`src/cpu_cfg.svh`:
```
`ifndef CPU_CFG_SVH
`define CPU_CFG_SVH

// instruction cache lines, one word each.
// must stay a power of two.
`define CPU_ICACHE_LINES 16

// block RAM depth in words.
`define CPU_RAM_WORDS 256

// first fetch address, in bytes.
`define CPU_RESET_PC 0

`endif

```
`src/cpu_pkg.sv`:
```
package cpu_pkg;

	// opcode field, top nibble of every instruction.
	typedef enum logic [3:0] {
		OP_NOP  = 4'd0,
		OP_MOVI = 4'd1,
		OP_ADD  = 4'd2,
		OP_SUB  = 4'd3,
		OP_AND  = 4'd4,
		OP_ORR  = 4'd5,
		OP_EOR  = 4'd6,
		OP_B    = 4'd7
	} opcode_t;

	typedef struct packed {
		opcode_t     op;
		logic [3:0]  rd;
		logic [3:0]  rn;
		logic [3:0]  rm;
		logic [15:0] imm;
	} insn_t;

	// master side of the word bus.
	typedef struct packed {
		logic        req;
		logic        rd;
		logic        wr;
		logic [31:0] addr;
		logic [31:0] wdata;
	} bus_req_t;

	typedef struct packed {
		logic        ready;
		logic [31:0] rdata;
	} bus_rsp_t;

	typedef struct packed {
		logic        bubble;
		insn_t       insn;
		logic [31:0] pc;
	} fetch_out_t;

	typedef struct packed {
		logic        bubble;
		opcode_t     op;
		logic [3:0]  rd;
		logic [31:0] op_a;
		logic [31:0] op_b;
		logic [31:0] target;
	} issue_out_t;

	// one register write, also the forwarding path.
	typedef struct packed {
		logic        valid;
		logic [3:0]  num;
		logic [31:0] data;
	} commit_t;

endpackage

```
`src/issue.sv`:
```
`timescale 1ns/1ps

module issue (
	input  logic                clk,
	input  logic                reset,
	input  logic                flush,
	input  cpu_pkg::fetch_out_t in,
	output logic [3:0]          read_0,
	output logic [3:0]          read_1,
	input  logic [31:0]         rdata_0,
	input  logic [31:0]         rdata_1,
	input  cpu_pkg::commit_t    fwd,
	output cpu_pkg::issue_out_t out
);

	cpu_pkg::fetch_out_t q;
	cpu_pkg::insn_t      insn;
	logic [31:0]         reg_a;
	logic [31:0]         reg_b;

	always_ff @(posedge clk)
	begin
		q <= in;
		if (reset)
			q.bubble <= 1'b1;
	end

	assign insn   = q.insn;
	assign read_0 = insn.rn;
	assign read_1 = insn.rm;

	// the write in execute has not reached the regfile yet.
	always_comb
	begin
		reg_a = rdata_0;
		reg_b = rdata_1;
		if (fwd.valid && fwd.num == insn.rn)
			reg_a = fwd.data;
		if (fwd.valid && fwd.num == insn.rm)
			reg_b = fwd.data;
	end

	always_comb
	begin
		out.bubble = q.bubble || flush;
		out.op     = insn.op;
		out.rd     = insn.rd;
		out.op_b   = reg_b;
		out.target = {14'd0, insn.imm, 2'b00};
		if (insn.op == cpu_pkg::OP_MOVI)
			out.op_a = {16'd0, insn.imm};
		else
			out.op_a = reg_a;
	end

endmodule

```
`config.mk`:
```
export PLATFORM = sky130hd
export DESIGN_NAME = issue
export DESIGN_NICKNAME = d
export VERILOG_FILES = /design/src/cpu_cfg.svh /design/src/cpu_pkg.sv /design/src/issue.sv
export SDC_FILE = /design/constraint.sdc
export NUM_CORES = 1
export LEC_CHECK = 0
export ABC_AREA = 1
export ABC_CLOCK_PERIOD_IN_PS = 1220
export CAP_MARGIN = 20
export CORE_AREA = 2 2 108 110
export DETAILED_ROUTE_END_ITERATION = 16
export DIE_AREA = 0 0 110 112
export DONT_BUFFER_PORTS = 1
export HOLD_SLACK_MARGIN = 0.02
export SLEW_MARGIN = 40
export SYNTH_ARGS = -nofsm -noshare
export SYNTH_HDL_FRONTEND = slang
export SYNTH_SLANG_ARGS = --single-unit
```
`constraint.sdc`:
```
create_clock -name clk -period 1.22 [get_ports clk]
set_input_delay 0.061 -clock clk [delete_from_list [all_inputs] [get_ports clk]]
set_output_delay 0.061 -clock clk [all_outputs]
set_load 0.05 [all_outputs]
```
# [After elaboration in Yosys (flattened, before gate mapping)]
# Cells that the tools add are included.
[classes] eq_ne=3 muxes=3 n_reduce_logical=3
[ops] op="32-bit 2-to-1 mux" count=3
[ops] op="4-bit == test" count=2
[ops] op="4-bit by 1-bit == test with 1-bit output, second input constant" count=1
[ops] op="1-bit logical AND" count=2
[ops] op="1-bit logical OR" count=1
[totals] register_bits=33 inputBits=169 output_inout_bits=113 elab_cells=15

# [Longest topological paths before layout]
[logic_depth] depth_word=4 ltp_mapped=9 ltp_nobuf=8

# [Worst setup path before layout]
# OpenSTA, ideal clock, no wires.
[synth_path] kind="register to output" start="register q (netlist bit read_0[1])" end="output port out[80] in the netlist's numbering" arrival_ns=1.690 required_time_ns=1.159 slack_ns=-0.531 path_stages_with_launch=8 path_buffers=1 path_cell_list="dfxtp_1 -> inv_1 -> nand2_1 -> nand2_1 -> inv_1 -> buf_2 -> nand4_1 -> a21oi_1"
[synth_lines] item="start: declaration" line="issue.sv:16" source="cpu_pkg::fetch_out_t q;"
[synth_lines] item="start signal: assignment" line="issue.sv:23" source="q <= in;"
[synth_lines] item="end: declaration" line="issue.sv:13" source="output cpu_pkg::issue_out_t out"

==> impl_metrics.ini <==
[setup_path]
crit_start = read_0[2]
arrival_ps = 1760
critPathCaptureType = output port
cp_slowest_cell = dfxtp_4
worstSetupPathType = reg -> out
slowest_delay_ps = 360
crit_fanout = 8
worstSetupStartpointType = flip-flop
crit_path_cell_trace = nor2_4, nor2_4, nor2_4, buf_6, buf_6, nand4_1, a21oi_4, buf_12
cpMostUsedCell = nor2_4
required_ps = 1160

[timing]
relSlewSlack_pct = 66.6
slew_viol_final = 0
fin_crit_ps = 1830
tightest_slew_ps = 501
finalSetupViolCount = 64
setup_tns_ps = -33990
rsz0062_at_grt = yes
worst_slack_ps = -606
fin_crit_sh_pct = 150
max_freq_mhz = 548
finalHoldViolCount = 0

[grt]
grt_usage_pct = 16.2
grt_max_degree = 22
grt_pass1_wl_um = 15100
grt_pass1_vias = 3003
gr-total-overflow = 0
antenna_found_initial = 0

[placed_design]
pre_cts_slack_ps = -342
port_buffers = 0
gp_congestion = 0.765
dpl.hpwl_um = 7750
place_area_um2 = 4090

[power_and_ir_drop]
p_comb_share_pct = 48.9
pwr-share-seq_pct = 23.1
p_leak_nw = 2.48
p_sw_mw = 2.12
power_density_nw_per_um2 = 949
power.share.clock_pct = 28.0
sw_frac_of_total_pct = 40.9
p_int_mw = 3.07
totalPowerFinal_mw = 5.19
irDropWorstVdd_mv = 1.06

[synth]
ys_warn_count = 0
syn_area_per_cell_um2 = 6.30
syn_area_um2 = 2420
ys_types = 20
yosys.area.top_type_share_pct = 27.3
synth_seq_area_share_pct = 27.3
synth_top_area_cell = dfxtp_1
synth-seq-cells = 33
netlist_top_cells_area = dfxtp_1, nand2_1, buf_4, inv_1, nand4_1
synth_cells = 384

[finish]
stdcell_area_um2 = 5470
layout-drive-gt1-share_pct = 59.3
final_common_cell = inv_1
nets = 655
final_core_util_pct = 49.0
synthToLayoutAreaGrowth_pct = 126
nFillCells = 978
final_cell_mix = inv_1, nand2_2, buf_4
antennaDiodeCount = 0

[status]
failed_checks = setup timing
status = finished with violations

[job]
cap_viol_max_count = 0

[clock_tree]
cts_tree = built
clk_pin_slew_worst_paths_ps = 60
h-tree-depth = 2
cts.sinks = 33
cts_buffer_depth = 2
root_buffer = clkbuf_16
cts-buffers-inserted = 5

[die]
io_pins = 282
die_x_um = 110
die-area_um2 = 12300
core_area_um2 = 11200
initial_core_util_pct = 21.6
dieHeight_um = 112
fp-row-count = 39

[route]
antenna_left = 0
drcViolationCount = 0
firstDrtPassIters = 5
wl_um = 11400
initialDrtViolationCount = 78
vias = 2914
post_drt_wl_per_cell_um = 18.2
avgViaCountPerCell = 4.63

[hold_path]
min_from = in[33]
hold_path.class = in -> reg
[registers in the layout, summed over array words and instances (netlist names)]
signal / cells
read_1: 4
read_0: 4
out: 24
q: 1
[layer usage]
metal  vias to the layer above  global-route usage, %  part of all wire [%]
met5                         -                      0                     0
met4                         0                   7.26                   2.7
met3                        25                   3.81                   7.4
met2                       192                   30.9                    56
met1                      1341                   16.1                    34
li1                       1356                      -                     -
[final timing paths]
check | endpoint | slack (ps) | cells past startpoint
worst min-delay path | out[3] | 320 | 1
worst max-delay path | out[81] | -610 | 8
[cell type report]
cell class / instances / area [um^2] / share of cell area [%]
multi-input combinational: 239 / 2240 / 40.9
inverter: 57 / 216 / 3.95
clock inverter: 3 / 46.3 / 0.846
sequential: 33 / 672 / 12.3
clock buffer: 5 / 125 / 2.29
timing repair buffer: 150 / 1990 / 36.4
tap: 143 / 179 / 3.27
[metrics by stage]
| step | cells | hold slack [ps] |
|---|---|---|
| floorplan | 399 | 88.7 |
| global placement | 571 | 88.8 |
| detailed placement | 571 | 88.8 |
| CTS | 621 | 316 |
| global route | 630 | 321 |
| finish | 630 | 324 |
[cells by family (layout without fill, tap and decap cells)]
logic type / count (synthesis) / in the layout / share of synthesized area (%)
xor gates and xnor gates: 1 / 1 / 0.362
DFF: 33 / 33 / 27.3
AOI/OAI and AO/OA: 50 / 50 / 10.4
buffers and inverters: 127 / 215 / 29.2
and+or+nand+nor: 172 / 172 / 32.6
other: 1 / 16 / 0.155
[worst max-delay path: cells and delay by family (launching register included)]
| kind | cells | cell delay (ps) |
|---|---|---|
| and+or+nand+nor | 4 | 490 |
| buffers and inverters | 3 | 430 |
| DFF | 1 | 360 |
| AOI/OAI and AO/OA | 1 | 200 |
[Yosys cell counts (all sizes together)]
library cell / n
nand3b: 1
or2: 2
a21oi: 16
nor2: 10
clkbuf: 2
nand2: 110
dfxtp: 33
inv: 56
xor2: 1
conb: 1
nand4: 32
buf: 68
o21ai: 34
clkinv: 1
nand3: 17
[power by group through the flow]
stage	combinational, mW	sequential, mW	clock (mW)
final	2.54	1.20	1.46
after global routing	2.64	1.21	1.53
after CTS	2.36	1.20	1.49
after detailed placement	2.16	1.22	0
after global placement	2.14	1.22	0
after floorplan	1.69	1.18	0
[repair_timing]
action	CTS	global route
pin swaps	12	34
gates resized for setup	57	90
endpoints found under the hold margin	33	0
cloned	5	7
hold buffers	34	0
setup buffers	3	4
endpoints found under the setup margin	64	64
No activity file was read; power rests on OpenSTA's default activity.
