[config.mk]
export PLATFORM = sky130hd
export DESIGN_NAME = fetch
export DESIGN_NICKNAME = d
export VERILOG_FILES = /design/src/cpu_pkg.sv /design/src/fetch.sv
export VERILOG_INCLUDE_DIRS = /design/src
export SDC_FILE = /design/constraint.sdc
export NUM_CORES = 1
export LEC_CHECK = 0
export BUFFER_PORTS_ARGS = -buffer_cell sky130_fd_sc_hd__buf_2
export CAP_MARGIN = 20
export CORE_MARGIN = 5
export CORE_UTILIZATION = 35
export DETAILED_ROUTE_END_ITERATION = 10
export HOLD_SLACK_MARGIN = 0.03
export MAX_ROUTING_LAYER = met4
export PLACE_DENSITY = 0.69
export SLEW_MARGIN = 10
export SYNTH_ARGS = -nofsm -noshare
export SYNTH_HDL_FRONTEND = slang
export SYNTH_SLANG_ARGS = --single-unit
[constraint.sdc]
create_clock -name clk -period 5.1 [get_ports clk]
set_input_delay 1.02 -clock clk [delete_from_list [all_inputs] [get_ports clk]]
set_output_delay 1.02 -clock clk [all_outputs]
set_load 0.01 [all_outputs]
[src/cpu_cfg.svh]
`ifndef CPU_CFG_SVH
`define CPU_CFG_SVH

// instruction cache lines, one word each.
// must stay a power of two.
`define CPU_ICACHE_LINES 16

// block RAM depth in words.
`define CPU_RAM_WORDS 256

// first fetch address, in bytes.
`define CPU_RESET_PC 0

`endif

[src/cpu_pkg.sv]
package cpu_pkg;

	// opcode field, top nibble of every instruction.
	typedef enum logic [3:0] {
		OP_NOP  = 4'd0,
		OP_MOVI = 4'd1,
		OP_ADD  = 4'd2,
		OP_SUB  = 4'd3,
		OP_AND  = 4'd4,
		OP_ORR  = 4'd5,
		OP_EOR  = 4'd6,
		OP_B    = 4'd7
	} opcode_t;

	typedef struct packed {
		opcode_t     op;
		logic [3:0]  rd;
		logic [3:0]  rn;
		logic [3:0]  rm;
		logic [15:0] imm;
	} insn_t;

	// master side of the word bus.
	typedef struct packed {
		logic        req;
		logic        rd;
		logic        wr;
		logic [31:0] addr;
		logic [31:0] wdata;
	} bus_req_t;

	typedef struct packed {
		logic        ready;
		logic [31:0] rdata;
	} bus_rsp_t;

	typedef struct packed {
		logic        bubble;
		insn_t       insn;
		logic [31:0] pc;
	} fetch_out_t;

	typedef struct packed {
		logic        bubble;
		opcode_t     op;
		logic [3:0]  rd;
		logic [31:0] op_a;
		logic [31:0] op_b;
		logic [31:0] target;
	} issue_out_t;

	// one register write, also the forwarding path.
	typedef struct packed {
		logic        valid;
		logic [3:0]  num;
		logic [31:0] data;
	} commit_t;

endpackage

[src/fetch.sv]
`timescale 1ns/1ps

`include "cpu_cfg.svh"

module fetch (
	input  logic                clk,
	input  logic                reset,
	input  logic                run,
	output logic [31:0]         rd_addr,
	output logic                rd_req,
	input  logic                rd_wait,
	input  logic [31:0]         rd_data,
	input  logic                jmp,
	input  logic [31:0]         jmppc,
	output cpu_pkg::fetch_out_t out
);

	logic [31:0] pc;
	logic        deliver;

	// a word leaves fetch only on a hit with no redirect pending.
	assign deliver = run && !rd_wait && !jmp;

	always_ff @(posedge clk)
	begin
		if (reset)
			pc <= `CPU_RESET_PC;
		else if (jmp)
			pc <= jmppc;
		else if (deliver)
			pc <= pc + 32'd4;
	end

	assign rd_addr = pc;
	assign rd_req  = run;

	assign out.bubble = !deliver;
	assign out.insn   = cpu_pkg::insn_t'(rd_data);
	assign out.pc     = pc;

endmodule

# After elaboration in Yosys (flattened, before gate mapping)
# Cells that the tools add are included.
dict set report word_totals {
  ff_bits 32
  inputBits 69
  output_inout_bits 98
}
dict set report op_classes {
  add_sub_neg 1
  n_mux 2
  n_reduce_logical 6
}
# cell count
set ops {}
lappend ops {{32-bit two-way mux} 2}
lappend ops {{32-bit by 3-bit adder with 32-bit output (second input constant)} 1}
lappend ops {{1-bit logical NOT} 3}
lappend ops {{1-bit logical AND} 2}
lappend ops {{2-bit nonzero test} 1}

# Longest topological paths before layout
# Gate-level depths: netlist of run 1.
dict set report depth {
  word_depth 5
  ltp_mapped 6
}

# Worst setup path after synthesis of run 1
# Ideal clock, no wire load.
dict set report synth_path {
  path_kind {input to output}
  startpoint {input jmp}
  endpoint {output out[64] (netlist bit)}
  arrival_ps 1773
  path_slack_ps 2307
  cell_stages 4
  n_path_buf 2
  cell_sequence {clkbuf_1 -> clkinv_1 -> clkbuf_1 -> nand2_1}
}
# item line
set synth_rtl {}
lappend synth_rtl {{from (decl)} fetch.sv:13} ;# input logic jmp,
lappend synth_rtl {{to (decl)} fetch.sv:15} ;# output cpu_pkg::fetch_out_t out

==> flow_summary.json, run 1 <==
{
  "status": "finished, final reports clean",
  "cts.sinks": 32,
  "die_x_um": 94.2,
  "ys_seq_elements": 32,
  "drt_pass1_iterations": 4,
  "synth_top_family_by_area": "simple AND/OR/NAND/NOR gates",
  "netlist_area_um2": 2480,
  "num_rows": 30,
  "grt_max_degree": 45,
  "path_max_fanout": 25,
  "die_area_um2": 8870,
  "seq_area_frac_synth_pct": 25.8,
  "cp-end-kind": "output port",
  "vias_per_cell": 5.27,
  "finalPower_mw": 0.632,
  "io_pins": 167,
  "ff2ff_setup_slack_ns": 2.90,
  "fin_ws_ns": 2.30,
  "synth_cells": 315,
  "setup_violations": 0,
  "grt_pass1_vias": 2220,
  "synth_compound_area_share_pct": 16.2,
  "fmaxAchievable_ghz": 0.357,
  "synth_ff_type": "dfxtp_1",
  "fin_area_um2": 2680,
  "htree_levels": 2,
  "required_ns": 4.08,
  "start_util_pct": 36.3,
  "place_area_um2": 2590,
  "period_share_pct": 54.9,
  "cts-root-buf": "clkbuf_8",
  "synth_mux_area_share_pct": 1.21,
  "antennaDiodeCount": 0,
  "grt_pass1_wl_mm": 11.3,
  "cts_setup_buffers": 0,
  "dp_hpwl_mm": 5.41,
  "postCtsResizedCells": 0,
  "cts_buffers": 5,
  "cts_tree": "done",
  "synth-simple-area-share_pct": 28.4,
  "cp-start-kind": "input pin",
  "crit_type": "input pin to output port",
  "critPathLaunch": "jmp",
  "drtIter0Drc": 178,
  "ys.warnings.count": 0,
  "min_path_type": "register to register",
  "path_clk_slew_ns": 0.07,
  "hold_buffers": 0,
  "drcViolationCount": 0,
  "gp_congestion": 0.900,
  "synth_area_per_cell_um2": 7.87,
  "relSlewSlack_pct": 45.8,
  "detailedPlace.worstSlack_ns": 2.28,
  "fin_nets": 418,
  "async_flop_share_pct": 0,
  "drt_wl_total_mm": 7.17,
  "drive_gt1_share_pct": 34.4,
  "cp_data_arrival_time_ns": 1.78,
  "period_minus_slack_ns": 2.80,
  "postRouteAntennaNets": 0,
  "rsz0062_at_grt": "false",
  "vias": 2343,
  "nFillCells": 786,
  "p_leak_nw": 1.12,
  "avgRoutedWirePerCell_um": 16.1,
  "vdd_ir_drop_max_mv": 0.0864,
  "hold_viol_final": 0,
  "regToRegStartpoint": "rd_addr[4]",
  "largest_register_ffs": 32,
  "synth-xor-area-share_pct": 4.59,
  "maxSlewViolCount": 0,
  "crit_end": "out[64]",
  "insertion_delay_ns": 0.29,
  "ys_types": 48,
  "p_per_area_nw_per_um2": 236,
  "reg2reg_depth": 4,
  "skew_ns": 0.00829,
  "drv_cap": 0,
  "core_um2": 6830,
  "antenna_found_initial": 0,
  "grt_usage_pct": 16.5,
  "area_growth_pct": 8.08,
  "clk_path_buf_depth": 2,
  "fin_util_pct": 39.2,
  "fp.dieH_um": 94.2,
  "worstMarginPinSlew_ns": 0.811,
  "r2r-end": "rd_addr[19]",
  "synthAdderAreaFrac_pct": 0.505,
  "syn_nets": 385,
  "synth_edf_count": 0,
  "port_buffers": 102,
  "tns_ns": 0,
  "overflow": 0
}
-- power breakdown --
part / switching (mW) / leakage [nW] / internal [mW]
Sequential: 0.0304 / 0.266 / 0.267
Combinational: 0.0688 / 0.806 / 0.0562
Clock: 0.101 / 0.0510 / 0.108
-- synth_stat cells, drive strengths merged, types with 5 or more instances --
master | n | share of area [%]
buf | 66 | 20
xnor2 | 9 | 3.2
nor4 | 12 | 3.0
or4 | 6 | 2.0
or3 | 6 | 1.5
nor3 | 9 | 1.8
o21ai | 6 | 1.2
nand4 | 11 | 3.6
nand3 | 12 | 2.4
inv | 9 | 1.4
a211oi | 13 | 3.9
o211ai | 6 | 1.8
dfxtp | 32 | 26
clkbuf | 12 | 1.8
a311oi | 5 | 1.8
nand2 | 24 | 3.6
nor2 | 27 | 4.1
-- worst max-delay path: stages --
cell and delay (ns):
buf_2 0.38, clkinv_1 0.16, nand2_1 0.08, buf_2 0.12
-- per-layer routing --
layer | vias to the layer above | track usage, % | part of all wire (%)
li1 | 1154 | - | -
met1 | 1076 | 21.3 | 46
met2 | 93 | 25.7 | 45
met3 | 20 | 4.25 | 7.7
met4 | 0 | 4.33 | 1.4
met5 | - | - | 0
-- layout make-up --
cell class                 count  area, µm²  area share, %
sequential                    32        641           23.9
clock inverter                 2       10.0          0.374
tap                           96        120           4.48
inverter                      10       37.5           1.40
timing repair buffer         104        526           19.6
multi-input combinational    195       1260           47.1
clock buffer                   6       82.6           3.08
-- placed cells by master (no fill, tap or decap), types with 2 or more instances in the layout --
cell type,count
o211a_1,3
clkbuf_8,6
or4_1,5
xnor2_1,9
nor2_1,27
nand2b_1,2
nand4_1,9
or3_1,6
a21oi_1,3
a311oi_1,5
a211oi_1,13
clkinv_2,2
a31o_2,2
a32oi_1,2
a2111oi_0,2
nand4b_1,2
nand2_1,24
o31ai_1,4
nor3b_1,2
nand3_1,12
nor3_1,9
mux2i_1,3
o21ai_0,6
buf_2,102
o211ai_1,6
a31oi_1,2
dfxtp_1,32
and4_1,4
buf_4,2
xor2_1,4
or4b_2,2
inv_1,9
nor4_1,12
-- how the worst min path moves through the flow --
stage	cells after the start	endpoint	startpoint
after floorplan	2	rd_addr[0]	rd_addr[0]
after global placement	2	rd_addr[0]	rd_addr[0]
after detailed placement	2	rd_addr[0]	rd_addr[0]
after CTS	2	rd_addr[0]	rd_addr[0]
after global routing	2	rd_addr[1]	rd_addr[1]
final	2	rd_addr[0]	rd_addr[0]
-- cells by family (layout without fill, tap and decap cells) --
group / after synthesis / after routing
flip-flops: 32 / 32
multiplexers: 3 / 3
AO/OA/AOI/OAI: 53 / 53
buffers and inverters: 88 / 122
AND/OR/NAND/NOR: 125 / 125
adder cells (fa/ha/maj): 1 / 1
XOR/XNOR: 13 / 13
-- per-stage QoR --
step / cells / hold slack (ns)
global route: 445 / 0.568
detailed placement: 437 / 0.503
finish: 445 / 0.520
global placement: 437 / 0.494
CTS: 445 / 0.529
floorplan: 315 / 0.544
Power figures use the tool's default switching activity.
==> run 2: changes to the inputs <==
clock period = 2.8 ns   (was 5.1 ns; I/O delays follow)
==> run 2 against run 1 <==
Combinational power increased by 87%. Clock power increased by 80%. Via count increased by 2.6%. Final cell count increased by 1.1%. Clock-buffer cell count increased by 2. Sequential cell count unchanged. First-iteration DRC count decreased by 16%. Die area unchanged. Hold slack got worse by 0.029 ns. Largest cell class unchanged.
==> flow_summary.json, run 2 (synthesized netlist as in run 1, its figures left out) <==
{
  "regToRegStartpoint": "rd_addr[4]",
  "period_minus_slack_ns": 2.21,
  "dp_hpwl_mm": 5.51,
  "status": "finished, final reports clean",
  "die_area_um2": 8870,
  "relSlewSlack_pct": 45.3,
  "nFillCells": 735,
  "drtIter0Drc": 149,
  "p_per_area_nw_per_um2": 424,
  "start_util_pct": 36.3,
  "drt_wl_total_mm": 7.15,
  "maxSlewViolCount": 0,
  "grt_max_degree": 27,
  "largest_register_ffs": 32,
  "port_buffers": 102,
  "skew_ns": 0.00783,
  "antennaDiodeCount": 0,
  "insertion_delay_ns": 0.29,
  "core_um2": 6830,
  "p_leak_nw": 1.14,
  "cp-end-kind": "register",
  "cp_data_arrival_time_ns": 2.39,
  "drt_pass1_iterations": 4,
  "period_share_pct": 79.0,
  "vdd_ir_drop_max_mv": 0.155,
  "dp.cells": 442,
  "cts-root-buf": "clkbuf_8",
  "fmaxAchievable_ghz": 0.452,
  "fp.dieH_um": 94.2,
  "fin_ws_ns": 0.587,
  "hold_viol_final": 0,
  "cts.sinks": 32,
  "antenna_found_initial": 0,
  "die_x_um": 94.2,
  "overflow": 0,
  "path_max_fanout": 17,
  "cts_tree": "done",
  "io_pins": 167,
  "critPathLaunch": "rd_addr[4]",
  "avgRoutedWirePerCell_um": 15.9,
  "detailedPlace.worstSlack_ns": 0.467,
  "drcViolationCount": 0,
  "vias": 2403,
  "rsz0062_at_grt": "false",
  "drv_cap": 0,
  "final_common_cell": "buf_2",
  "final_cells": 450,
  "crit_type": "register to register",
  "path_clk_slew_ns": 0.07,
  "gp_congestion": 0.898,
  "drive_gt1_share_pct": 34.7,
  "htree_levels": 2,
  "cp-start-kind": "register",
  "area_growth_pct": 9.49,
  "final_cell_mix": "102 x buf_2, 32 x dfxtp_1, 27 x nor2_1",
  "worstHoldStart": "jmppc[2]",
  "postRouteAntennaNets": 0,
  "worstMarginPinSlew_ns": 0.812,
  "tns_ns": 0,
  "grt_usage_pct": 16.7,
  "cts_setup_buffers": 0,
  "clk_path_buf_depth": 2,
  "postCtsResizedCells": 0,
  "grt_pass1_wl_mm": 11.5,
  "fin_nets": 423,
  "required_ns": 2.97,
  "cts_buffers": 5,
  "vias_per_cell": 5.34,
  "hold_buffers": 0,
  "setup_violations": 0,
  "num_rows": 30,
  "min_path_type": "input pin to register",
  "grt_pass1_vias": 2372
}
## run 2: layout make-up
type	count	area, µm²	area share [%]
Sequential cell	32	641	23.6
Inverter	10	37.5	1.38
Multi-Input combinational cell	195	1260	46.5
Clock buffer	8	90.1	3.32
Tap cell	96	120	4.43
Timing Repair Buffer	109	563	20.7
## run 2: worst paths after layout
check	to	slack, ns	cells after the start
worst max-delay path	rd_addr[21]	0.59	4
worst min-delay path	rd_addr[2]	0.49	2
worst max register to register	rd_addr[21]	0.59	4
worst min register to register	rd_addr[1]	0.53	2
## run 2: worst max-delay path: stages, from the launching register on
cell and delay [ns]:
dfxtp_1 0.49, nand4_4 0.28, nor4_1 0.78, nand2_1 0.15
a2111oi_0 0.39
## run 2: power by group
| part | switching [mW] | internal, mW |
|---|---|---|
| clock network | 0.176 | 0.200 |
| registers | 0.0553 | 0.487 |
| logic | 0.127 | 0.107 |
| total | 0.358 | 0.794 |
## run 2: per-stage QoR
step	util [%]	hold slack (ns)	cell area [µm²]	power (mW)
global route	39.7	0.490	2710	1.22
finish	39.7	0.490	2710	1.15
global placement	38.4	0.489	2620	0.785
floorplan	-	0.544	2480	0.751
CTS	39.7	0.480	2710	1.17
detailed placement	38.4	0.509	2620	0.788
## run 2: routing by layer
metal,vias to the layer above,routed length (µm),track usage [%],part of all wire [%]
li1,1174,-,-,-
met1,1090,3130,20.5,44
met2,111,3260,26.1,46
met3,28,619,3.61,8.7
met4,0,144,7.46,2.0
met5,-,0,-,0
