File: src/cpu_cfg.svh
`ifndef CPU_CFG_SVH
`define CPU_CFG_SVH

// instruction cache lines, one word each.
// must stay a power of two.
`define CPU_ICACHE_LINES 16

// block RAM depth in words.
`define CPU_RAM_WORDS 256

// first fetch address, in bytes.
`define CPU_RESET_PC 0

`endif

File: src/cpu_pkg.sv
package cpu_pkg;

	// opcode field, top nibble of every instruction.
	typedef enum logic [3:0] {
		OP_NOP  = 4'd0,
		OP_MOVI = 4'd1,
		OP_ADD  = 4'd2,
		OP_SUB  = 4'd3,
		OP_AND  = 4'd4,
		OP_ORR  = 4'd5,
		OP_EOR  = 4'd6,
		OP_B    = 4'd7
	} opcode_t;

	typedef struct packed {
		opcode_t     op;
		logic [3:0]  rd;
		logic [3:0]  rn;
		logic [3:0]  rm;
		logic [15:0] imm;
	} insn_t;

	// master side of the word bus.
	typedef struct packed {
		logic        req;
		logic        rd;
		logic        wr;
		logic [31:0] addr;
		logic [31:0] wdata;
	} bus_req_t;

	typedef struct packed {
		logic        ready;
		logic [31:0] rdata;
	} bus_rsp_t;

	typedef struct packed {
		logic        bubble;
		insn_t       insn;
		logic [31:0] pc;
	} fetch_out_t;

	typedef struct packed {
		logic        bubble;
		opcode_t     op;
		logic [3:0]  rd;
		logic [31:0] op_a;
		logic [31:0] op_b;
		logic [31:0] target;
	} issue_out_t;

	// one register write, also the forwarding path.
	typedef struct packed {
		logic        valid;
		logic [3:0]  num;
		logic [31:0] data;
	} commit_t;

endpackage

File: src/execute.sv
`timescale 1ns/1ps

module execute (
	input  logic                clk,
	input  logic                reset,
	input  cpu_pkg::issue_out_t in,
	output cpu_pkg::commit_t    commit,
	output logic                jmp,
	output logic [31:0]         jmppc
);

	cpu_pkg::issue_out_t q;
	logic [31:0]         result;
	logic                writes;

	always_ff @(posedge clk)
	begin
		q <= in;
		if (reset)
			q.bubble <= 1'b1;
	end

	always_comb
	begin
		result = '0;
		writes = 1'b1;
		case (q.op)
			cpu_pkg::OP_MOVI: result = q.op_a;
			cpu_pkg::OP_ADD:  result = q.op_a + q.op_b;
			cpu_pkg::OP_SUB:  result = q.op_a - q.op_b;
			cpu_pkg::OP_AND:  result = q.op_a & q.op_b;
			cpu_pkg::OP_ORR:  result = q.op_a | q.op_b;
			cpu_pkg::OP_EOR:  result = q.op_a ^ q.op_b;
			default:          writes = 1'b0;
		endcase
	end

	assign commit.valid = writes && !q.bubble;
	assign commit.num   = q.rd;
	assign commit.data  = result;

	// squashes the two younger words through fetch and issue.
	assign jmp   = !q.bubble && (q.op == cpu_pkg::OP_B);
	assign jmppc = q.target;

endmodule

File: config.mk
export PLATFORM = sky130hd
export DESIGN_NAME = execute
export DESIGN_NICKNAME = d
export VERILOG_FILES = /design/src/cpu_cfg.svh /design/src/cpu_pkg.sv /design/src/execute.sv
export SDC_FILE = /design/constraint.sdc
export NUM_CORES = 1
export LEC_CHECK = 0
export BUFFER_PORTS_ARGS = -buffer_cell sky130_fd_sc_hd__clkbuf_2
export CAP_MARGIN = 10
export CORE_MARGIN = 3
export CORE_UTILIZATION = 55
export DETAILED_ROUTE_END_ITERATION = 12
export PLACE_DENSITY = 0.83
export SYNTH_ARGS = -nofsm -noshare
export SYNTH_HDL_FRONTEND = slang
export SYNTH_SLANG_ARGS = --single-unit
File: constraint.sdc
create_clock -name clk -period 6.3 [get_ports clk]
set_input_delay 0.315 -clock clk [delete_from_list [all_inputs] [get_ports clk]]
set_output_delay 0.315 -clock clk [all_outputs]
set_load 0.03 [all_outputs]
# Yosys cells after proc, flatten, opt, wreduce, memory -nomap -nowiden
# Index checks and enable logic that the tools add are counted.
[totals]
regBits = 105
latchBits = 0
ram_bits = 0
rom_bits = 0
in_bits = 107
elab_cells = 24
mem_count = 0
[op_classes]
n_addsub = 2
multipliers = 0
div = 0
n_lt_le_gt_ge = 0
n_eq_ne = 7
shift = 0
n_mux = 2
n_bitwise = 3
n_reduce_logical = 4
[ops]
columns = ["cell", "count"]
rows = [
  ["$pmux 32 s6", 1],
  ["$add 32x32->32", 1],
  ["$and 32x32->32", 1],
  ["$or 32x32->32", 1],
  ["$sub 32x32->32", 1],
  ["$xor 32x32->32", 1],
  ["$eq 4x3->1 const B", 4],
  ["$eq 4x2->1 const B", 2],
  ["$reduce_or 6->1", 1],
  ["$eq 4x1->1 const B", 1],
  ["$logic_and 1x1->1", 2],
  ["$logic_not 1->1", 1],
  ["$mux 1", 1],
]

# Logic depth before layout (Yosys ltp)
# Gate-level depths: netlist (run 1).
[logic_depth]
ltp_word = 4
mapped_depth = 17

# Worst setup path after synthesis (run 1)
# Ideal clock, no wire load.
[synth_timing]
path_kind = "register -> output"
from = "register q[101] (netlist bit)"
to = "output port commit[23] (netlist bit)"
t_arrival_ps = 3771
required_time_ps = 5985
slack_ps = 2214
path_stages_with_launch = 17
path_buffers = 3
cell_sequence = "dfxtp_1 clkbuf_1 and2_1 clkbuf_1 nand2_1 clkbuf_1 o21ai_0 inv_1 ha_1 nand2b_1 a21oi_2 o2111ai_2 o311ai_4 a2111oi_2 nor2_1 xnor2_1 o21ai_0"
[synth_lines]
columns = ["item", "line", "rtl"]
rows = [
  ["from (decl)", "execute.sv:12", "cpu_pkg::issue_out_t q;"],
  ["from (signal assigned)", "execute.sv:18", "q <= in;"],
  ["to (decl)", "execute.sv:7", "output cpu_pkg::commit_t commit,"],
]

==> results of run 1 <==
synth_stat cells, drive strengths merged, types with 3 or more instances:
| cell | number |
|---|---|
| a21o | 14 |
| a21oi | 39 |
| a221oi | 30 |
| a31oi | 4 |
| and2 | 6 |
| and3 | 7 |
| buf | 36 |
| clkbuf | 28 |
| dfxtp | 105 |
| ha | 96 |
| inv | 72 |
| nand2 | 57 |
| nand2b | 10 |
| nand3 | 12 |
| nand3b | 4 |
| nand4 | 8 |
| nor2 | 17 |
| nor3 | 8 |
| nor4 | 5 |
| nor4b | 3 |
| o211ai | 3 |
| o21ai | 81 |
| o21bai | 3 |
| o22ai | 3 |
| o31ai | 10 |
| o41ai | 3 |
| or2 | 3 |
| xnor2 | 47 |
| xor2 | 10 |
power breakdown:
group | internal, W | total, W | switching [W]
Sequential | 0.000700 | 0.000733 | 0.0000330
Combinational | 0.000184 | 0.000469 | 0.000285
Clock | 0.000291 | 0.000560 | 0.000268
Total | 0.00118 | 0.00176 | 0.000586
sequential cells by signal (all words and copies together) (netlist names):
| signal | cells |
|---|---|
| q | 69 |
| jmppc | 32 |
| commit | 4 |
critical path: cells and delay by family, from the launching register on:
family / cells / cell delay, ns
compound gates: 7 / 2.09
simple gates: 4 / 1.11
flops: 1 / 0.49
buf+inv: 2 / 0.33
fa+ha+maj: 1 / 0.28
cells by family after synthesis:
| logic type | share of synthesized area (%) |
|---|---|
| buffers and inverters | 9.793 |
| and+or+nand+nor | 11.75 |
| muxes | 0.3037 |
| AOI/OAI and AO/OA | 20.17 |
| adders and majority gates | 18.52 |
| DFF | 31.88 |
| xor gates and xnor gates | 7.572 |
per-layer routing:
layer  vias to the layer above  track usage (%)  share of wire [%]
met5                         -                0                  0
met4                         0            8.607                2.2
met3                        26            6.110                7.7
met2                       225            42.09                 48
met1                      2655            30.64                 43
li1                       2828                -                  -
stage by stage:
step	util, %	setup WS (ns)
final	65.89	1.326
after global routing	65.89	0.8884
after CTS	65.89	1.311
after detailed placement	63.26	1.690
after global placement	63.26	1.837
after floorplan	-	2.214
layout make-up:
type	count	area (µm²)
Multi-Input combinational cell	507	3861
Sequential cell	105	2102
Fill cell	967	3945
Clock buffer	10	239.0
Tap cell	143	178.9
Clock inverter	6	65.06
Timing Repair Buffer	179	903.4
Inverter	72	270.3
worst max-delay path by stage:
stage / from / endpoint / slack (ns) / depth (start not counted)
floorplan: q[101] / commit[23] / 2.21 / 16
global placement: q[101] / commit[27] / 1.84 / 14
detailed placement: q[101] / commit[27] / 1.69 / 14
CTS: q[101] / commit[27] / 1.31 / 14
global route: q[101] / commit[27] / 0.89 / 14
finish: q[101] / commit[27] / 1.33 / 14
==> flow_summary.json, run 1 <==
{
  "status": "finished, final reports clean",
  "whs_endpoint": "q[86]",
  "drv_cap": 0,
  "critPathLaunchType": "register",
  "routabilityCongestion": 0.9442,
  "clock_sinks": 105,
  "synth_area_leaders": "dfxtp_1, ha_1, xnor2_1, o21ai_0, buf_4",
  "antenna_left": 0,
  "cp.arrival_ns": 4.66,
  "setup_violations": 0,
  "fin_crit_ns": 4.974,
  "slowest_delay_ns": 0.64,
  "io_pins": 177,
  "p_total_w": 0.001761,
  "synth_flop_cell": "dfxtp_1",
  "via_per_inst": 5.611,
  "finalWirelength_um": 16320,
  "synth.distinct_cells": 57,
  "synth_warnings": 0,
  "grtUsageTotal_pct": 24.76,
  "worst_setup_path_end_kind": "output port",
  "grt_pass1_wl_um": 26490,
  "cts_setup_buffers": 0,
  "dieArea_um2": 13340,
  "syn2layout_area_growth_pct": 15.58,
  "drc_errors": 0,
  "yosysSeqAreaShare_pct": 31.88,
  "synth_top_area_cell": "dfxtp_1",
  "diodes": 0,
  "path_class": "reg -> out",
  "p_per_area_nw_per_um2": 231.1,
  "wire_per_inst_um": 15.97,
  "synth_area_per_cell_um2": 8.814,
  "nets": 1078,
  "grt_max_degree": 33,
  "cts_resized": 0,
  "hp-class": "in -> reg",
  "vdd_drop_max_mv": 0.2132,
  "firstDrtPassIters": 6,
  "mostFrequentLayoutCells": "clkbuf_2, dfxtp_1, ha_1",
  "max_slew_margin_pct": 22.10,
  "dpl.cell_count": 1006,
  "tns_ns": 0,
  "vias": 5734,
  "holdWs_ns": 0.04827,
  "synth_cells": 748,
  "portBuffers": 176,
  "grt_pass1_vias": 5602,
  "hold_viol_final": 0,
  "synth_edf_count": 0,
  "cts_tree": "built",
  "cts_buffers": 9,
  "synth_fp_nets": 952,
  "holdPathStages": 1,
  "grt_antenna_before_repair": 0,
  "async_flop_share_pct": 0,
  "cts_buffer_depth": 2,
  "drtIter0Drc": 372,
  "chipWidth_um": 115.5,
  "cts-root-buf": "clkbuf_16",
  "instances_no_fill": 1022,
  "grt-ovfl-total": 0,
  "ys_ff_latch": 105,
  "critPathMaxFanout": 23,
  "layout-drive-gt1-share_pct": 24.69,
  "yosys.area.top_type_share_pct": 31.88,
  "post_dp_cell_area_um2": 7316,
  "clk_pin_slew_ns": 0.08,
  "p_leak_nw": 3.755,
  "crit_chain": "and2_1 > nand2_1 > o21ai_0 > inv_1 > ha_1 > nand2b_1 > a21oi_2 > o2111ai_2 > o311ai_4 > a2111oi_2 > nor4b_2 > o21a_1 > o31ai_2 > clkbuf_2",
  "htreeDepth": 3,
  "worst_path_max_delay_cell": "a2111oi_2",
  "max_freq_ghz": 0.2011,
  "grt_setup_unrepaired": "false",
  "fin_crit_sh_pct": 78.95,
  "post-dp-hpwl_um": 12330,
  "tightest_slew_ns": 1.166,
  "drv_slew": 0,
  "postCtsHoldBufs": 0,
  "hold_start": "in[86]",
  "syn-cell-area_um2": 6593,
  "final_area_um2": 7620,
  "start_util_pct": 57.01,
  "crit_required_ns": 5.98,
  "final_common_cell": "clkbuf_2",
  "core_area_um2": 11560,
  "die_y_um": 115.5,
  "rows": 39
}
(Power assumes the default switching activity.)
==> inputs of run 2 (changes only) <==
--- a/config.mk
+++ b/config.mk
@@ -8,9 +8,9 @@
 export BUFFER_PORTS_ARGS = -buffer_cell sky130_fd_sc_hd__clkbuf_2
 export CAP_MARGIN = 10
 export CORE_MARGIN = 3
-export CORE_UTILIZATION = 55
+export CORE_UTILIZATION = 54
 export DETAILED_ROUTE_END_ITERATION = 12
-export PLACE_DENSITY = 0.83
+export PLACE_DENSITY = 0.82
 export SYNTH_ARGS = -nofsm -noshare
 export SYNTH_HDL_FRONTEND = slang
 export SYNTH_SLANG_ARGS = --single-unit
==> constraint.sdc (replaced) <==
create_clock -name clk -period 5.2 [get_ports clk]
set_input_delay 0.26 -clock clk [delete_from_list [all_inputs] [get_ports clk]]
set_output_delay 0.26 -clock clk [all_outputs]
set_load 0.03 [all_outputs]
==> run 2 against run 1 <==
  * Total power is 27% higher
  * Critical endpoint unchanged
  * Largest power group unchanged
  * Largest cell class unchanged
  * Sequential power rose by 21%
  * Via count rose by 7.2%
  * Cell count rose by 9.9%
  * Clock power up 26%
  * Core utilization is 8.1 points higher
==> flow_summary.json, run 2 (same netlist as run 1, synthesis figures left out) <==
{
  "status": "finished, final reports clean",
  "fin_crit_ns": 4.751,
  "grt_pass1_vias": 6388,
  "drv_cap": 0,
  "drv_slew": 0,
  "firstDrtPassIters": 5,
  "final_common_cell": "clkbuf_2",
  "hp-class": "in -> reg",
  "cts_buffer_depth": 2,
  "clock_sinks": 105,
  "dieArea_um2": 13570,
  "mostFrequentLayoutCells": "clkbuf_2, dfxtp_1, dlygate4sd3_1",
  "portBuffers": 176,
  "cts_tree": "built",
  "finalCoreUtilization_pct": 74.00,
  "core_area_um2": 11660,
  "slowest_delay_ns": 0.66,
  "io_pins": 177,
  "clk_pin_slew_ns": 0.08,
  "p_per_area_nw_per_um2": 258.2,
  "worst_path_max_delay_cell": "a2111oi_2",
  "grtUsageTotal_pct": 28.08,
  "htreeDepth": 3,
  "cp.arrival_ns": 4.49,
  "critPathMaxFanout": 15,
  "grt_max_degree": 33,
  "fin_crit_sh_pct": 91.37,
  "layout-drive-gt1-share_pct": 22.35,
  "setup_violations": 0,
  "tns_ns": 0,
  "max_slew_margin_pct": 27.09,
  "grt_setup_unrepaired": "false",
  "syn2layout_area_growth_pct": 30.92,
  "vdd_drop_max_mv": 0.2970,
  "start_util_pct": 56.53,
  "diodes": 0,
  "crit_chain": "and2_1 > nand2_1 > buf_4 > o21ai_0 > xnor2_1 > ha_1 > a21oi_1 > o22ai_1 > o21ai_2 > o311ai_4 > a2111oi_2 > nor4b_2 > o21a_1 > o31ai_2 > clkbuf_2",
  "rows": 39,
  "path_delay_family": "compound AO/OA/AOI/OAI gates",
  "grt-ovfl-total": 0,
  "seq_power_share_pct": 39.9,
  "wl_met3_um": 1487,
  "routabilityCongestion": 0.9509,
  "vias": 6149,
  "cts_resized": 0,
  "critPathLaunchType": "register",
  "combPwrFrac_pct": 28.5,
  "met1Wirelength_um": 7666,
  "die_y_um": 116.5,
  "route.met2.wl_um": 8872,
  "cts_buffers": 9,
  "cts-root-buf": "clkbuf_16",
  "top_layer_used": "met4",
  "hold_viol_final": 0,
  "cp.buffers_inverters": 2,
  "grt_antenna_before_repair": 0,
  "cts_setup_buffers": 0,
  "pwr-share-clk_pct": 31.6,
  "power.switching_w": 0.0007541,
  "regMostFlops": "q",
  "path_class": "reg -> out",
  "worst_setup_path_end_kind": "output port",
  "chipWidth_um": 116.5,
  "crit_required_ns": 4.94,
  "drtIter0Drc": 418,
  "wire_per_inst_um": 16.48,
  "grt_pass1_wl_um": 30250,
  "post-dp-hpwl_um": 12720,
  "finalWirelength_um": 18510,
  "drc_errors": 0,
  "tightest_slew_ns": 1.091,
  "p_leak_nw": 4.178,
  "nets": 1179,
  "via_per_inst": 5.476,
  "largest_reg_flops": 69,
  "max_freq_ghz": 0.2105,
  "internal_power_w": 0.001474,
  "antenna_left": 0,
  "swShare_pct": 33.84
}
==> run 2: area by class of cell <==
type	count	area [µm²]
tap	143	178.9
fill	812	3032
clock inverter	6	70.07
multi-input combinational	507	3861
timing repair buffer	280	1909
inverter	72	270.3
clock buffer	10	239.0
sequential	105	2102
==> run 2: repair_timing <==
| action | in CTS | in global routing |
|---|---|---|
| hold buffers | 99 | 0 |
| hold endpoints to repair | 99 | 0 |
| endpoints found under the setup margin | 0 | 0 |
==> run 2: final timing paths <==
check | startpoint | end | depth (start not counted)
setup / recovery | q[101] | commit[27] | 15
hold / removal | in[5] | jmppc[5] | 1
==> run 2: stage by stage <==
stage | cell area [µm²] | setup WS [ns] | power [W] | hold slack (ns) | std cells
floorplan | 6593 | 1.169 | 0.001325 | 0.2877 | 748
global route | 8631 | 0.09147 | 0.002333 | 0.007827 | 1123
global placement | 7331 | 1.107 | 0.001460 | 0.3619 | 1008
finish | 8631 | 0.4486 | 0.002229 | 0.01423 | 1123
CTS | 8631 | 0.5240 | 0.002227 | 0.003761 | 1123
detailed placement | 7331 | 0.9545 | 0.001471 | 0.3639 | 1008
==> run 2: power by group through the flow <==
stage | clock (W) | combinational, W | sequential, W
detailed placement | 0 | 0.000565 | 0.000906
finish | 0.000703 | 0.000636 | 0.000889
global placement | 0 | 0.000555 | 0.000905
floorplan | 0 | 0.000433 | 0.000892
CTS | 0.000712 | 0.000627 | 0.000887
global route | 0.000739 | 0.000699 | 0.000895
==> run 2: metal layers <==
metal	up-vias	track usage (%)
li1	3023	-
met1	2836	33.45
met2	253	48.51
met3	37	7.202
met4	0	10.67
met5	-	0
